### src/rtl/sprite_pkg.sv
`default_nettype none

package sprite_pkg;

	// Sprites kept per line
	parameter int MAX_SPRITES = 10;

	parameter int OAM_ENTRIES = 40;

	// Sprite heights in rows
	parameter int SPRITE_H      = 8;
	parameter int SPRITE_H_TALL = 16;

	// Screen coordinate, used for line, Y, X and the pixel counter
	typedef logic [7:0] coord_t;

	typedef logic [5:0] oam_index_t;

	// Slot number, ten slots fit in four bits
	typedef logic [3:0] slot_t;

	typedef enum logic [1:0] {
		IDLE,
		SCAN,
		FULL
	} scan_state_t;

endpackage

`default_nettype wire

### src/rtl/sprite_load_if.sv
`default_nettype none

interface sprite_load_if #(
	parameter int MAX_SPRITES = sprite_pkg::MAX_SPRITES
) (
	input wire logic clk
);
	import sprite_pkg::*;

	logic       load;
	slot_t      slot;
	coord_t     x;
	oam_index_t index;

	modport source (
		output load, slot, x, index
	);

	modport sink (
		input load, slot, x, index
	);

	// The scanner never hands out a slot past the end of the store
	a_slot_range: assert property (@(posedge clk) load |-> (slot < MAX_SPRITES));

endinterface

`default_nettype wire

### src/rtl/oam_scan.sv
`default_nettype none

module oam_scan #(
	parameter int MAX_SPRITES = sprite_pkg::MAX_SPRITES
) (
	input wire                   clk,
	input wire                   rst_n,
	input wire                   line_start,
	input wire sprite_pkg::coord_t line,
	input wire                   tall,
	input wire                   entry_valid,
	input wire sprite_pkg::coord_t entry_y,
	input wire sprite_pkg::coord_t entry_x,
	sprite_load_if.source        load
);
	import sprite_pkg::*;

	scan_state_t state;
	slot_t       slot_cnt;
	oam_index_t  idx_cnt;

	logic [8:0] y_end;
	logic       on_line;
	logic       take;
	logic       last_slot;
	logic       last_entry;

	// One past the bottom row, nine bits so Y near 255 does not wrap
	assign y_end = {1'b0, entry_y} + (tall ? 9'(SPRITE_H_TALL) : 9'(SPRITE_H));

	assign on_line = (line >= entry_y) && ({1'b0, line} < y_end);

	assign take       = entry_valid && on_line && (state == SCAN) && !line_start;
	assign last_slot  = (slot_cnt == slot_t'(MAX_SPRITES - 1));
	assign last_entry = (idx_cnt == oam_index_t'(OAM_ENTRIES - 1));

	always_ff @(posedge clk) begin
		if (!rst_n) begin
			state    <= IDLE;
			slot_cnt <= '0;
			idx_cnt  <= '0;
		end else if (line_start) begin
			state    <= SCAN;
			slot_cnt <= '0;
			idx_cnt  <= '0;
		end else begin
			unique case (state)
				IDLE: begin
					state <= IDLE;
				end
				SCAN: begin
					if (entry_valid) begin
						idx_cnt <= idx_cnt + 1'b1;
						if (take && last_slot)
							state <= FULL;
						else if (last_entry)
							state <= IDLE; // Whole OAM seen
					end
					if (take)
						slot_cnt <= slot_cnt + 1'b1;
				end
				FULL: begin
					state <= FULL; // Held until the next line
				end
				default: begin
					state <= IDLE;
				end
			endcase
		end
	end

	// Written into the store at the edge that ends the entry cycle
	assign load.load  = take;
	assign load.slot  = slot_cnt;
	assign load.x     = entry_x;
	assign load.index = idx_cnt;

	a_no_load_full: assert property (
		@(posedge clk) disable iff (!rst_n)
		(state == FULL) |-> !load.load
	);

endmodule

`default_nettype wire

### src/rtl/sprite_x_store.sv
`default_nettype none

module sprite_x_store #(
	parameter int MAX_SPRITES = sprite_pkg::MAX_SPRITES
) (
	input wire                      clk,
	input wire                      rst_n,
	input wire                      line_start,
	input wire sprite_pkg::coord_t  pix_x,
	input wire                      clear,
	input wire sprite_pkg::slot_t   clear_slot,
	sprite_load_if.sink             load,
	output logic [MAX_SPRITES-1:0]  match,
	output sprite_pkg::oam_index_t  index_array [MAX_SPRITES]
);
	import sprite_pkg::*;

	logic [MAX_SPRITES-1:0] valid;
	logic [MAX_SPRITES-1:0] wr_sel;
	logic [MAX_SPRITES-1:0] clr_sel;

	coord_t     x_q   [MAX_SPRITES];
	oam_index_t idx_q [MAX_SPRITES];

	// One-hot decode of the write and clear slot numbers
	always_comb begin
		wr_sel  = '0;
		clr_sel = '0;
		for (int i = 0; i < MAX_SPRITES; i++) begin
			wr_sel[i]  = load.load && (load.slot == slot_t'(i));
			clr_sel[i] = clear && (clear_slot == slot_t'(i));
		end
	end

	always_ff @(posedge clk) begin
		if (!rst_n)
			valid <= '0;
		else if (line_start)
			valid <= '0; // New line drops every sprite
		else
			valid <= (valid & ~clr_sel) | wr_sel;
	end

	always_ff @(posedge clk) begin
		for (int i = 0; i < MAX_SPRITES; i++) begin
			if (wr_sel[i]) begin
				x_q[i]   <= load.x;
				idx_q[i] <= load.index;
			end
		end
	end

	// All slots compared against the pixel counter at once
	for (genvar i = 0; i < MAX_SPRITES; i++) begin : g_cmp
		assign match[i]       = valid[i] && (x_q[i] == pix_x);
		assign index_array[i] = idx_q[i];
	end

	// A fetch only ever retires a sprite that is still held
	a_clear_valid: assert property (
		@(posedge clk) disable iff (!rst_n)
		clear |-> (clear_slot < MAX_SPRITES) && valid[clear_slot]
	);

	a_no_load_clear: assert property (
		@(posedge clk) disable iff (!rst_n)
		!(load.load && clear && (load.slot == clear_slot))
	);

endmodule

`default_nettype wire

### src/rtl/sprite_fetch_select.sv
`default_nettype none

module sprite_fetch_select #(
	parameter int MAX_SPRITES = sprite_pkg::MAX_SPRITES
) (
	input wire                      clk,
	input wire                      rst_n,
	input wire [MAX_SPRITES-1:0]    match,
	input wire sprite_pkg::oam_index_t index_array [MAX_SPRITES],
	input wire                      fetch_ready,
	output logic                    stall,
	output logic                    fetch_valid,
	output sprite_pkg::slot_t       fetch_slot,
	output sprite_pkg::oam_index_t  fetch_index,
	output logic                    clear,
	output sprite_pkg::slot_t       clear_slot
);
	import sprite_pkg::*;

	slot_t sel;
	logic  xfer;

	// Lowest matching slot wins
	always_comb begin
		sel = '0;
		for (int i = MAX_SPRITES - 1; i >= 0; i--) begin
			if (match[i])
				sel = slot_t'(i);
		end
	end

	assign xfer = fetch_valid && fetch_ready;

	always_ff @(posedge clk) begin
		if (!rst_n)
			fetch_valid <= 1'b0;
		else if (!fetch_valid)
			fetch_valid <= |match;
		else if (fetch_ready)
			fetch_valid <= 1'b0; // Next match waits one cycle for the clear
	end

	// Request payload only loads while idle, so it holds until the transfer
	always_ff @(posedge clk) begin
		if (!fetch_valid && (|match)) begin
			fetch_slot  <= sel;
			fetch_index <= index_array[sel];
		end
	end

	assign clear      = xfer;
	assign clear_slot = fetch_slot;

	// Pixel counter waits on a pending match or an open request
	assign stall = (|match) || fetch_valid;

	a_hold_payload: assert property (
		@(posedge clk) disable iff (!rst_n)
		(fetch_valid && !fetch_ready) |=>
			fetch_valid && $stable(fetch_slot) && $stable(fetch_index)
	);

endmodule

`default_nettype wire

### src/rtl/sprite_line_top.sv
`default_nettype none

module sprite_line_top #(
	parameter int MAX_SPRITES = sprite_pkg::MAX_SPRITES
) (
	input wire                      clk,
	input wire                      rst_n,
	input wire                      line_start,
	input wire sprite_pkg::coord_t  line,
	input wire                      tall,
	input wire                      entry_valid,
	input wire sprite_pkg::coord_t  entry_y,
	input wire sprite_pkg::coord_t  entry_x,
	input wire sprite_pkg::coord_t  pix_x,
	input wire                      fetch_ready,
	output logic                    stall,
	output logic                    fetch_valid,
	output sprite_pkg::slot_t       fetch_slot,
	output sprite_pkg::oam_index_t  fetch_index
);
	import sprite_pkg::*;

	logic [MAX_SPRITES-1:0] match;
	oam_index_t             index_array [MAX_SPRITES];
	logic                   clear;
	slot_t                  clear_slot;

	sprite_load_if #(.MAX_SPRITES(MAX_SPRITES)) load_bus (.clk(clk));

	oam_scan #(.MAX_SPRITES(MAX_SPRITES)) u_scan (
		.clk         (clk),
		.rst_n       (rst_n),
		.line_start  (line_start),
		.line        (line),
		.tall        (tall),
		.entry_valid (entry_valid),
		.entry_y     (entry_y),
		.entry_x     (entry_x),
		.load        (load_bus.source)
	);

	sprite_x_store #(.MAX_SPRITES(MAX_SPRITES)) u_store (
		.clk         (clk),
		.rst_n       (rst_n),
		.line_start  (line_start),
		.pix_x       (pix_x),
		.clear       (clear),
		.clear_slot  (clear_slot),
		.load        (load_bus.sink),
		.match       (match),
		.index_array (index_array)
	);

	sprite_fetch_select #(.MAX_SPRITES(MAX_SPRITES)) u_select (
		.clk         (clk),
		.rst_n       (rst_n),
		.match       (match),
		.index_array (index_array),
		.fetch_ready (fetch_ready),
		.stall       (stall),
		.fetch_valid (fetch_valid),
		.fetch_slot  (fetch_slot),
		.fetch_index (fetch_index),
		.clear       (clear),
		.clear_slot  (clear_slot)
	);

endmodule

`default_nettype wire

### config.mk
export PLATFORM = sky130hd
export DESIGN_NAME = sprite_line_top
export DESIGN_NICKNAME = d
export VERILOG_FILES = /design/src/rtl/sprite_pkg.sv /design/src/rtl/sprite_load_if.sv /design/src/rtl/oam_scan.sv /design/src/rtl/sprite_x_store.sv /design/src/rtl/sprite_fetch_select.sv /design/src/rtl/sprite_line_top.sv
export SDC_FILE = /design/constraint.sdc
export NUM_CORES = 1
export LEC_CHECK = 0
export ABC_AREA = 1
export ABC_CLOCK_PERIOD_IN_PS = 4600
export BUFFER_PORTS_ARGS = -buffer_cell sky130_fd_sc_hd__clkbuf_2
export CORE_ASPECT_RATIO = 1.75
export CORE_UTILIZATION = 35
export CTS_CLUSTER_DIAMETER = 150
export CTS_CLUSTER_SIZE = 20
export DETAILED_ROUTE_END_ITERATION = 16
export HOLD_SLACK_MARGIN = 0.06
export PLACE_DENSITY_LB_ADDON = 0.08
export SLEW_MARGIN = 10
export SYNTH_ARGS = -nofsm -noshare
export SYNTH_HDL_FRONTEND = slang
export SYNTH_SLANG_ARGS = --single-unit
### constraint.sdc
create_clock -name clk -period 4.6 [get_ports clk]
set_input_delay 0.69 -clock clk [delete_from_list [all_inputs] [get_ports clk]]
set_output_delay 0.69 -clock clk [all_outputs]
set_load 0.01 [all_outputs]
# Word level (Yosys, flattened, before mapping)
# Memories as Yosys holds them, arrays and structs flattened.
# Cells that the tools add are included.
# word_totals
mem_bits_rw	140
reg_bits	33
wordCells	216
mem_count	2
input_bits	38
output_inout_bits	12
# classes
reduce_logical	65
n_eq_ne	35
addsub	3
order_cmp	3
bitwise_logic	5
n_mux	95
# memory_table
name	words	width	read_ports	rd_ports_with_merged_regs	wr	line_no	rtl
u_store.x_q	10	8	10	0	1	sprite_x_store.sv:22	coord_t x_q [MAX_SPRITES];
u_store.idx_q	10	6	10	0	1	sprite_x_store.sv:23	oam_index_t idx_q [MAX_SPRITES];
# op_table
cell	n
two-way mux 4 bit	28
equality test 8 bit	10
two-way mux 8 bit	9
OR reduction 8 bit	9
two-way mux 6 bit	11
OR reduction 6 bit	9
two-way mux 1 bit	41
logical AND 1 bit	36
equality test 4 x 3 -> 1 bit, second input constant	8
binary-select mux 6 bit (select 4 bit)	1
equality test 4 x 2 -> 1 bit, second input constant	4
equality test 4 bit, second input constant	4
bitwise AND 10 bit	1
inverter 10 bit	1
OR 10 bit	1
OR reduction 10 bit	1
adder 8 x 9 -> 9 bit	1
< comparator 8 x 9 -> 1 bit	1
equality test 4 x 1 -> 1 bit, second input constant	2
>= comparator 8 bit	1
logical NOT 4 bit	2
AND reduction 2 bit	4
adder 6 x 1 -> 6 bit, second input constant	1
equality test 6 bit, second input constant	1
16 further kinds	19

# Logic depth before layout (Yosys ltp)
# Gate-level depths: netlist of run 1.
# logic_depth
word_depth	20
mapped_depth	23
ltp_nobuf	21

# Modules after synthesis
# Synthesis of run 1 repeated with hierarchy kept, for this count alone.
# hier_totals
hier_cells	934
area_unflattened_um2	8593.2
# modules_own_cells
mod	instances	seq_area_each_um2	area_per_inst_um2	cells_each
sprite_x_store	1	4404.2	6087.1	541
sprite_fetch_select	1	320.3	1342.5	221
oam_scan	1	240.2	1163.6	172

# Least setup slack after synthesis of run 1
# OpenSTA, ideal clock, no wires.
# synth_path
path_type	input -> register
start	in tall
end	mem u_store.idx_q[2][0] in the netlist's numbering, enable pin
path_stages	13
t_arrival_ns	3.682
t_required_ns	4.195
n_path_buf	0
path_slack_ns	0.513
cell_sequence	inv_1 ha_1 inv_1 fa_1 ha_1 a21o_1 nor2_1 o21ai_0 o21ai_0 inv_1 o21ai_0 nand3_1 nor3_1
# synth_rtl
element	line_no	rtl
start: declaration	sprite_line_top.sv:10	input wire tall,
two-way mux 5 bit (*)	oam_scan.sv:29	assign y_end = {1'b0, entry_y} + (tall ? 9'(SPRITE_H_TALL) : 9'(SPRITE_H));
adder 8 x 9 -> 9 bit (*)	oam_scan.sv:29	
< comparator 8 x 9 -> 1 bit (*)	oam_scan.sv:31	assign on_line = (line >= entry_y) && ({1'b0, line} < y_end);
logical AND 1 bit (*)	oam_scan.sv:31	
logical AND 1 bit (*) (3 in series)	oam_scan.sv:33	assign take = entry_valid && on_line && (state == SCAN) && !line_start;
logical AND 1 bit (*)	sprite_x_store.sv:30	wr_sel[i] = load.load && (load.slot == slot_t'(i));
net u_store.wr_sel[2]	sprite_x_store.sv:19	logic [MAX_SPRITES-1:0] wr_sel;
two-way mux 1 bit (*)	sprite_x_store.sv:46	if (wr_sel[i]) begin
two-way mux 1 bit (not written as such) (*)	sprite_x_store.sv:48	idx_q[i] <= load.index;
OR reduction 6 bit (no source line)	n/a	
two-way mux 4 bit (no source line) / two-way mux 1 bit (equally long branches) (8 in series)	n/a	
end: declaration	sprite_x_store.sv:23	
# Mark *: on every way through the listed nets, which the timed path passes. The rest lies on a longest branch.

# Worst setup path in the final report of run 1
# layout_path
start	in tall
end	mem u_store.idx_q[3][0] in the netlist's numbering, enable pin
# layout_rtl
element	line_no
two-way mux 5 bit (*)	oam_scan.sv:29
adder 8 x 9 -> 9 bit (*)	oam_scan.sv:29
< comparator 8 x 9 -> 1 bit (*)	oam_scan.sv:31
logical AND 1 bit (*)	oam_scan.sv:31
logical AND 1 bit (*) (3 in series)	oam_scan.sv:33
logical AND 1 bit (*)	sprite_x_store.sv:30
net u_store.wr_sel[3]	sprite_x_store.sv:19
two-way mux 1 bit (*)	sprite_x_store.sv:46
two-way mux 1 bit (not written as such) (*)	sprite_x_store.sv:48
OR reduction 6 bit (no source line)	n/a
two-way mux 4 bit (no source line) / two-way mux 1 bit (equally long branches) (7 in series)	n/a
# Marked as above.

==> reports/qor.csv, run 1 <==
stage;metric;value;unit
pwr;switching_share;22.3;%
pwr;power;3.23;mW
setup_path;path_class;primary input to flip-flop;
global_route;antenna_found_initial;0;
routing;wl;23.2;mm
yosys;yosysWarnings;0;
pwr;seqPwrFrac;52.7;%
setup_path;ff2ff_setup_slack;1.65;ns
pwr;powerDensity;342;nW/um^2
pwr;clockPowerShare;42.3;%
setup_path;r2r_end;u_select.fetch_index[4];
setup_path;crit_fanout;14;
clocking;ctsHoldBuffers;0;
clocking;cts_buffers;17;
pwr;combPwrFrac;5.0;%
routing;viasPerCell;4.91;
finish;utilization;40.4;%
clocking;root_buffer;clkbuf_16;
sta;slew_violations;0;
clocking;clockBufferDepth;2;
routing;post-route-drc-count;0;
setup_path;rr_startpoint;u_store.x_q[7][4];
setup_path;start_kind;primary input;
routing;routedWlPerCell;19.7;um
floorplan;initial_utilization;35.6;%
finish;n_antenna_cell;0;
finish;final_area;9440;sq um
yosys;syn-num-nets;865;
hold_path;hold_path_class;flip-flop to flip-flop;
setup_path;crit_required;4.68;ns
setup_path;reg2reg_depth;17;
yosys;postSynthCellCount;804;
place;postPlaceCellArea;8880;sq um
place;globalplace.congestion;0.850;
sta;hold_viol;0;
floorplan;fp.coreArea;23300;sq um
place;hpwl;17.1;mm
yosys;synth_largest_area_cell;edfxtp_1;
floorplan;chipHeight;206;um
yosys;ys_async_sr_fraction;0;%
yosys;synth_cell_types;48;
clocking;htree_levels;4;
yosys;seq_area_frac_synth;59.7;%
flow_run;maxCapViolCount;0;
pwr;ir_drop;214;uV
hold_path;worstHoldPathCells;2;
global_route;grt_max_degree;32;
pwr;leakagePower;3.83;nW
sta;worst_pin_slew;0.687;ns
clocking;clock-sinks;173;
floorplan;die_w;119;um
sta;relSlewSlack;54.1;%
setup_path;critPathCaptureType;flip-flop;
clocking;path_clk_slew;0.07;ns
setup_path;cp.arrival;3.89;ns
global_route;grt_overflow;0;
yosys;synth_edf_count;150;
routing;antenna_left;0;
sta;setup_viol;0;
clocking;cts_tree;done;
floorplan;dieArea;24400;sq um
finish;drive_gt1_share;14.2;%
clocking;clk_latency;0.45;ns
routing;vias;5793;
yosys;ys_ff_latch;173;
global_route;grt_pass1_vias;5953;
sta;fmax;0.262;GHz
yosys;synthesis.area;8310;sq um
sta;layout_min_cycle_time;3.82;ns
yosys;ys.flop_type;edfxtp_1;
finish;num-nets-final;924;
status;status;finished clean;
yosys;synth_most_common_cell;edfxtp_1;
sta;period_share;83.0;%
global_route;grt_usage;20.2;%
global_route;grt_pass1_wl;34.8;mm
sta;rsz0062_at_grt;no;
sta;tns;0;ns
floorplan;core.rowCount;74;
routing;drt-pass1-iter-count;4;
hold_path;whs_endpoint;u_scan.state[0];
floorplan;pin_count;50;
clocking;cts_setup_buffers;0;
finish;area_delta_synth_final;13.5;%
clocking;cts_resized;0;
pwr;p_sw;720;uW
sta;fin_skew;0.0139;ns
yosys;avgSynthCellArea;10.3;sq um
hold_path;hold_start;u_scan.state[0];
routing;drtIter0Drc;377;
yosys;synth_commonest_cells;150 x edfxtp_1, 133 x nand2_1, 122 x inv_1;
pwr;cellInternalPower;2.51;mW
place;port_buffers;49;
yosys;synth.area.top_cells;edfxtp_1 54%, nand2_1 6.0%, dfxtp_1 5.5%;
yosys;yosysTopAreaCellShare;54.2;%
[power groups by stage]
stage | sequential (mW) | combinational (mW) | clock [mW]
4_1_cts | 1.70 | 0.166 | 1.40
2_1_floorplan | 1.73 | 0.0959 | 0
3_3_place_gp | 1.73 | 0.161 | 0
3_5_place_dp | 1.73 | 0.165 | 0
6_report | 1.70 | 0.161 | 1.37
5_1_grt | 1.70 | 0.182 | 1.46
[cell type report]
type	instances	area, sq um
inverters	133	499
clock buffers	19	443
fillers	2315	13900
clock inverters	13	115
well taps	304	380
flip-flops and latches	173	4960
multi-input cells	479	2720
repair buffers	59	320
[worst max path at each step]
stage / start / to / slack [ns]
after global placement: tall / u_store.x_q[3][3] / 0.47
after global routing: tall / u_store.idx_q[3][1] / 0.46
final: tall / u_store.idx_q[3][0] / 0.78
after CTS: tall / u_store.idx_q[3][1] / 0.82
after floorplan: tall / u_store.idx_q[2][0] / 0.51
after detailed placement: tall / u_store.x_q[3][2] / 0.36
[kinds of logic after synthesis]
| family | after synthesis | synth area share (%) |
|---|---|---|
| XOR/XNOR | 27 | 2.84 |
| flip-flops | 173 | 59.7 |
| buffers and inverters | 152 | 7.74 |
| AND/OR/NAND/NOR | 332 | 18.4 |
| adder cells (fa/ha/maj) | 23 | 3.55 |
| AO/OA/AOI/OAI | 97 | 7.78 |
[sequential cells by signal, summed over array words and instances, names as in the netlist]
name / cells
u_select.fetch_valid: 1
u_store.x_q: 80
u_store.valid: 10
u_store.idx_q: 60
u_select.fetch_index: 6
u_scan.load.index: 6
u_select.clear_slot: 4
u_scan.state: 2
u_scan.load.slot: 4
[critical path, cell delays in order]
cell and delay (ns):
clkbuf_2 0.09, inv_1 0.10, ha_1 0.19, inv_1 0.06
fa_1 0.44, ha_1 0.30, a21o_1 0.17, nor2_1 0.10
o21ai_0 0.09, o21ai_0 0.14, inv_1 0.05, o21ai_0 0.29
nand3_1 0.26, nor2_1 0.33, nand2_1 0.13, inv_1 0.46
[metal layers]
metal | routed length (um) | global-route usage, % | up-vias
li1 | - | - | 2849
met1 | 8520 | 19.7 | 2823
met2 | 13600 | 41.6 | 97
met3 | 626 | 3.61 | 24
met4 | 485 | 6.69 | 0
met5 | 0 | 0 | -
[per-stage QoR]
stage	instances	hold WS [ns]	setup slack [ns]
after detailed placement	1148	0.482	0.359
after global routing	1180	0.508	0.460
after global placement	1148	0.478	0.466
after floorplan	804	0.445	0.513
final	1180	0.484	0.782
after CTS	1180	0.493	0.819
[cells in the final DEF (no fill, tap or decap), types with 4 or more instances in the layout]
cell type   instances
edfxtp_1          150
nand2_1           133
inv_1             122
nand3_1            77
nor2_1             64
clkbuf_2           49
o21ai_0            31
a21oi_1            30
dfxtp_1            23
ha_1               22
xor2_1             17
clkbuf_16          17
nand4_1            13
inv_2              11
xnor2_1            10
buf_4              10
o211ai_1            9
nand3b_1            8
or2_0               7
or2_2               6
nor3_1              5
o22ai_1             4
nor4_1              4
o31ai_1             4
clkinvlp_4          4
clkinv_2            4
No activity file was read; power rests on OpenSTA's default activity.
==> inputs of run 2 (changes only) <==
--- a/config.mk
+++ b/config.mk
@@ -6,7 +6,7 @@
 export NUM_CORES = 1
 export LEC_CHECK = 0
 export ABC_AREA = 1
-export ABC_CLOCK_PERIOD_IN_PS = 4600
+export ABC_CLOCK_PERIOD_IN_PS = 3600
 export BUFFER_PORTS_ARGS = -buffer_cell sky130_fd_sc_hd__clkbuf_2
 export CORE_ASPECT_RATIO = 1.75
 export CORE_UTILIZATION = 35
==> constraint.sdc (replaced) <==
create_clock -name clk -period 3.6 [get_ports clk]
set_input_delay 0.54 -clock clk [delete_from_list [all_inputs] [get_ports clk]]
set_output_delay 0.54 -clock clk [all_outputs]
set_load 0.01 [all_outputs]
==> run 2 against run 1 <==
- clock skew fell by 0.0021 ns
- routed wire length rose by 1.8%
- via count rose by 3.1%
- highest routed layer unchanged
- non-clock buffer count rose by 36
- critical path type is now primary input to primary output
- largest cell class unchanged
==> reports/qor.csv, run 2 (synthesized netlist as in run 1, its figures left out) <==
stage;metric;value;unit;change
setup_path;r2r_end;u_select.fetch_index[2];;was u_select.fetch_index[4]
clocking;clock-sinks;173;;unchanged
finish;area_delta_synth_final;18.4;%;was 13.5%
status;status;finished clean;;unchanged
global_route;antenna_found_initial;0;;unchanged
floorplan;core.rowCount;74;;unchanged
floorplan;initial_utilization;35.6;%;unchanged
global_route;gr-usage-met3;3.92;%;was 3.61%
setup_path;reg2reg_depth;11;;was 17
clocking;cts_resized;0;;unchanged
hold_path;hold_path_class;primary input to flip-flop;;was flip-flop to flip-flop
sta;slew_violations;0;;unchanged
setup_path;crit_required;3.06;ns;was 4.68 ns
clocking;clockBufferDepth;2;;unchanged
setup_path;cp-endpoint;stall;;was u_store.idx_q[3][0]
floorplan;fp.coreArea;23300;sq um;unchanged
setup_path;cp.arrival;2.89;ns;was 3.89 ns
finish;seq_area;4960;sq um;unchanged
place;globalplace.congestion;0.880;;was 0.850
place;port_buffers;49;;unchanged
place;hpwl;18.1;mm;was 17.1 mm
hold_path;hold_start;line_start;;was u_scan.state[0]
global_route;met2_usage;40.1;%;was 41.6%
setup_path;critPathCaptureType;primary output;;was flip-flop
floorplan;pin_count;50;;unchanged
finish;final_area;9840;sq um;was 9440 sq um
floorplan;dieArea;24400;sq um;unchanged
finish;reg_top3;u_store.x_q x80, u_store.idx_q x60, u_store.valid x10;;unchanged
finish;fill_cells;2301;;was 2315
place;pre_cts_slack;-0.0556;ns;was 0.359 ns
finish;num-nets-final;960;;was 924
routing;routedWlPerCell;19.4;um;was 19.7 um
global_route;grt_pass1_vias;6117;;was 5953
global_route;use_met1;18.8;%;was 19.7%
sta;fin_skew;0.0118;ns;was 0.0139 ns
sta;rsz0062_at_grt;no;;unchanged
finish;largest_reg_flops;80;;unchanged
global_route;grt_pass1_wl;35.0;mm;was 34.8 mm
clocking;clk_latency;0.44;ns;was 0.45 ns
routing;drt-pass1-iter-count;4;;unchanged
sta;fmax;0.291;GHz;
clocking;path_clk_slew;0.06;ns;was 0.07 ns
clocking;cts_setup_buffers;0;;unchanged
routing;drtIter0Drc;289;;was 377
sta;fin_ws;0.166;ns;was 0.782 ns
floorplan;chipHeight;206;um;unchanged
setup_path;startpoint;pix_x[7];;was tall
routing;viasPerCell;4.91;;about the same
sta;layout_min_cycle_time;3.43;ns;
finish;multiInputGateArea;2720;sq um;unchanged
finish;regMostFlops;u_store.x_q;;unchanged
global_route;grt_max_degree;27;;was 32
routing;antenna_left;0;;unchanged
setup_path;path_class;primary input to primary output;;was primary input to flip-flop
clocking;root_buffer;clkbuf_16;;unchanged
sta;worst_pin_slew;0.710;ns;was 0.687 ns
finish;layout_commonest_cell;edfxtp_1;;unchanged
floorplan;die_w;119;um;unchanged
clocking;cts_tree;done;;unchanged
sta;relSlewSlack;52.6;%;was 54.1%
clocking;ctsHoldBuffers;0;;unchanged
pwr;leakagePower;4.04;nW;was 3.83 nW
sta;holdWs;0.410;ns;was 0.484 ns
setup_path;crit_fanout;14;;unchanged
pwr;ir_drop;297;uV;was 214 uV
clocking;cts_buffers;17;;unchanged
finish;drive_gt1_share;17.2;%;was 14.2%
place;postPlaceCellArea;9260;sq um;was 8880 sq um
flow_run;maxCapViolCount;0;;unchanged
global_route;busiest_layer;met2;;unchanged
global_route;grt_overflow;0;;unchanged
routing;post-route-drc-count;0;;unchanged
sta;hold_viol;0;;unchanged
routing;wl;23.6;mm;was 23.2 mm
sta;setup_viol;0;;unchanged
setup_path;ff2ff_setup_slack;0.79;ns;was 1.65 ns
finish;layout_common_cells;150 x edfxtp_1, 133 x nand2_1, 122 x inv_1, 77 x nand3_1, 64 x nor2_1;;unchanged
pwr;powerDensity;426;nW/um^2;was 342 nW/um^2
sta;period_share;95.4;%;
global_route;grt_usage;20.4;%;was 20.2%
clocking;htree_levels;4;;unchanged
setup_path;start_kind;primary input;;unchanged
setup_path;rr_startpoint;u_store.x_q[1][6];;was u_store.x_q[7][4]
finish;n_antenna_cell;0;;unchanged
routing;vias;5974;;was 5793
sta;tns;0;ns;unchanged
==> run 2: area by class of cell <==
cell class | instances | area share [%]
Inverter | 133 | 5.07
Clock inverter | 10 | 1.17
Multi-Input combinational cell | 479 | 27.6
Clock buffer | 22 | 4.72
Timing Repair Buffer | 95 | 7.14
Sequential cell | 173 | 50.4
Tap cell | 304 | 3.86
==> run 2: how the worst min path moves through the flow <==
stage / depth (start not counted) / slack, ns / end
5_1_grt: 3 / 0.41 / u_scan.state[0]
3_3_place_gp: 2 / 0.47 / u_scan.load.index[3]
2_1_floorplan: 2 / 0.44 / u_store.valid[0]
3_5_place_dp: 2 / 0.48 / u_scan.load.index[3]
4_1_cts: 3 / 0.39 / u_scan.state[0]
6_report: 3 / 0.41 / u_scan.state[0]
==> run 2: where the power goes <==
group          total, mW  internal (mW)  switching, mW
logic              0.222         0.0780          0.144
clock network       1.80           1.06          0.746
registers           2.17           2.17        0.00277
==> run 2: per-layer routing <==
metal | routed length, um | vias to the layer above
met1 | 8300 | 2849
met3 | 697 | 60
met2 | 13400 | 148
met4 | 1260 | 0
li1 | - | 2917
met5 | 0 | -
==> run 2: critical path, cell delays in order <==
cell,delay (ns)
clkbuf_2,0.17
inv_2,0.28
nor2_1,0.07
a2111oi_1,0.60
buf_4,0.22
nand4_2,0.24
nand2_2,0.22
nor2_1,0.10
nand3b_1,0.17
nor2_1,0.08
inv_1,0.07
clkbuf_2,0.13
==> run 2: through the flow <==
step / util (%) / power, mW / std cells
final: 42.2 / 4.20 / 1216
after global routing: 42.2 / 4.33 / 1216
after CTS: 42.2 / 4.24 / 1216
after detailed placement: 39.7 / 2.44 / 1184
after global placement: 39.7 / 2.44 / 1184
after floorplan: - / 2.34 / 804
==> inputs of run 3 (changes only) <==
--- a/config.mk
+++ b/config.mk
@@ -6,7 +6,7 @@
 export NUM_CORES = 1
 export LEC_CHECK = 0
 export ABC_AREA = 1
-export ABC_CLOCK_PERIOD_IN_PS = 3600
+export ABC_CLOCK_PERIOD_IN_PS = 3200
 export BUFFER_PORTS_ARGS = -buffer_cell sky130_fd_sc_hd__clkbuf_2
 export CORE_ASPECT_RATIO = 1.75
 export CORE_UTILIZATION = 35
==> constraint.sdc (replaced) <==
create_clock -name clk -period 3.2 [get_ports clk]
set_input_delay 0.48 -clock clk [delete_from_list [all_inputs] [get_ports clk]]
set_output_delay 0.48 -clock clk [all_outputs]
set_load 0.01 [all_outputs]
==> run 3 against run 2 <==
- setup slack better by 0.016 ns
- non-clock buffer count up 31
- core utilization up 1.8 points
- power up 17%
- first-iteration DRC count up 3.5%
- worst hold slack worse by 0.082 ns
- register-to-register slack worse by 0.36 ns
- routed wire length up 4.0%
- sequential share of layout area down 2.1 points
- critical endpoint is now u_store.x_q[4][4]
==> reports/qor.csv, run 3 (synthesized netlist as in run 1, its figures left out) <==
stage;metric;value;unit;change
finish;fill_cells;2306;;was 2301
place;hpwl;19.0;mm;was 18.1 mm
setup_path;crit_required;3.33;ns;was 3.06 ns
pwr;leakagePower;4.18;nW;was 4.04 nW
clocking;path_clk_slew;0.07;ns;was 0.06 ns
floorplan;core.rowCount;74;;unchanged
finish;final_area;10300;sq um;was 9840 sq um
routing;routedWlPerCell;19.7;um;was 19.4 um
floorplan;initial_utilization;35.6;%;unchanged
finish;area_delta_synth_final;23.5;%;was 18.4%
place;post-place-cells;1213;;was 1184
setup_path;crit_slowest_cell;fa_1;;was a2111oi_1
finish;drive_gt1_share;22.3;%;was 17.2%
setup_path;cpMostUsedCell;inv_1;;was nor2_1
routing;antenna_left;0;;unchanged
global_route;grt_overflow;0;;unchanged
place;globalplace.congestion;0.898;;was 0.880
place;port_buffers;49;;unchanged
hold_path;hold_path_class;primary input to flip-flop;;unchanged
sta;relSlewSlack;57.7;%;was 52.6%
sta;setup_viol;0;;unchanged
floorplan;die_w;119;um;unchanged
finish;num-nets-final;994;;was 960
setup_path;start_kind;primary input;;unchanged
routing;wl;24.6;mm;was 23.6 mm
sta;hold_viol;0;;unchanged
floorplan;dieArea;24400;sq um;unchanged
sta;holdWs;0.328;ns;was 0.410 ns
setup_path;crit_family;adder cells;;was simple AND/OR/NAND/NOR gates
place;postPlaceCellArea;9560;sq um;was 9260 sq um
clocking;cts_tree;done;;unchanged
setup_path;max_stage_delay;0.41;ns;was 0.60 ns
sta;slew_violations;0;;unchanged
clocking;clk_latency;0.43;ns;was 0.44 ns
global_route;grt_usage;20.9;%;was 20.4%
floorplan;chipHeight;206;um;unchanged
clocking;clockBufferDepth;2;;unchanged
global_route;grt_pass1_wl;36.0;mm;was 35.0 mm
floorplan;fp.coreArea;23300;sq um;unchanged
routing;drtIter0Drc;299;;was 289
global_route;grt_pass1_vias;6382;;was 6117
clocking;cts_buffers;17;;unchanged
setup_path;ff2ff_setup_slack;0.43;ns;was 0.79 ns
finish;utilization;44.0;%;was 42.2%
clocking;clock-sinks;173;;unchanged
finish;layout_commonest_cell;edfxtp_1;;unchanged
finish;regMostFlops;u_store.x_q;;unchanged
setup_path;path_class;primary input to flip-flop;;was primary input to primary output
routing;vias;6133;;was 5974
sta;fmax;0.331;GHz;
routing;viasPerCell;4.91;;about the same
sta;fin_skew;0.00837;ns;was 0.0118 ns
finish;n_antenna_cell;0;;unchanged
sta;period_share;94.3;%;
sta;tns;0;ns;unchanged
finish;largest_reg_flops;80;;unchanged
setup_path;path_buf_inv;5;;unchanged
routing;post-route-drc-count;0;;unchanged
setup_path;critPathCaptureType;flip-flop;;was primary output
global_route;antenna_found_initial;0;;unchanged
routing;drt-pass1-iter-count;5;;was 4
clocking;root_buffer;clkbuf_16;;unchanged
global_route;grt_max_degree;25;;was 27
finish;stdcell_count;1250;;was 1216
clocking;htree_levels;4;;unchanged
pwr;powerDensity;477;nW/um^2;was 426 nW/um^2
finish;layout_common_cells;150 x edfxtp_1, 131 x nand2_1, 114 x inv_1, 75 x nand3_1, 64 x buf_4;;was 150 x edfxtp_1, 133 x nand2_1, 122 x inv_1, 77 x nand3_1, 64 x nor2_1
clocking;ctsHoldBuffers;0;;unchanged
pwr;ir_drop;322;uV;was 297 uV
setup_path;path_cells;clkbuf_2, inv_1, ha_1, inv_1, fa_1, ha_1, a21o_1, nor2_1, o21ai_0, o21ai_0, inv_1, o21ai_2, nand3_4, nor2_2, nand2_1, clkinvlp_4;;was clkbuf_2, inv_2, nor2_1, a2111oi_1, buf_4, nand4_2, nand2_2, nor2_1, nand3b_1, nor2_1, inv_1, clkbuf_2
finish;reg_top3;u_store.x_q x80, u_store.idx_q x60, u_store.valid x10;;unchanged
status;status;finished clean;;unchanged
floorplan;pin_count;50;;unchanged
sta;worst_pin_slew;0.633;ns;was 0.710 ns
sta;layout_min_cycle_time;3.02;ns;
flow_run;maxCapViolCount;0;;unchanged
setup_path;cp.arrival;3.14;ns;was 2.89 ns
setup_path;crit_fanout;7;;was 14
run 3: cell types whose count changed in the layout (fill, tap and decap cells not counted), sizes merged:
cell,change
bufinv,+2
inv,-8
clkinv,+1
clkinvlp,+13
clkbuf,-5
buf,+31
run 3: where the power goes:
part	leakage [nW]	total, mW	internal (mW)	switching, mW
logic	2.32	0.291	0.117	0.174
clock network	0.295	2.16	1.30	0.860
registers	1.56	2.44	2.44	0.00306
run 3: worst reg2reg max path, stage by stage, from the launching register on:
cell	delay, ns
edfxtp_1	0.39
nand2_1	0.12
nand2_1	0.06
nor2_1	0.11
nand3_1	0.09
nor2_1	0.25
nand2_1	0.15
nand2_1	0.08
nand2_1	0.05
nand2_1	0.05
nand2_1	0.07
nand2_1	0.06
nand2_1	0.09
nand2_4	0.10
buf_12	0.15
buf_4	0.18
nand3b_1	0.08
nand3_1	0.15
nand3_1	0.09
nand3_1	0.14
nand2_1	0.08
run 3: layout make-up:
class	count	area, sq um	area share (%)
repair inverters	3	22.5	0.219
well taps	304	380	3.71
clock buffers	17	425	4.14
repair buffers	126	986	9.60
clock inverters	15	196	1.91
inverters	133	529	5.16
flip-flops and latches	173	4960	48.4
multi-input cells	479	2760	26.9
run 3: per-layer routing:
layer | global-route usage (%) | part of all wire (%) | vias to the layer above
li1 | - | - | 2993
met3 | 3.37 | 2.0 | 42
met4 | 10.6 | 4.2 | 0
met2 | 43.5 | 58 | 107
met1 | 18.9 | 36 | 2991
met5 | 0 | 0 | -
run 3: path summary, 6_finish.rpt:
path / from / to / cells past startpoint
worst max register to register: u_store.x_q[9][0] / u_select.fetch_index[4] / 20
worst max-delay path: tall / u_store.x_q[4][4] / 16
worst min-delay path: rst_n / u_scan.state[0] / 3
worst min register to register: u_scan.load.index[5] / u_scan.load.index[5] / 2
run 3: metrics by stage:
stage               setup slack (ns)  total power [mW]
finish                         0.182              4.90
global route               -0.000933              5.04
CTS                           0.0910              4.94
detailed placement            -0.380              2.78
global placement              -0.367              2.78
floorplan                    0.00471              2.63
run 3: what timing repair did:
item | in CTS | in global routing
endpoints found under the setup margin | 0 | 113
buffers inserted | 0 | 2
gates resized for setup | 0 | 9
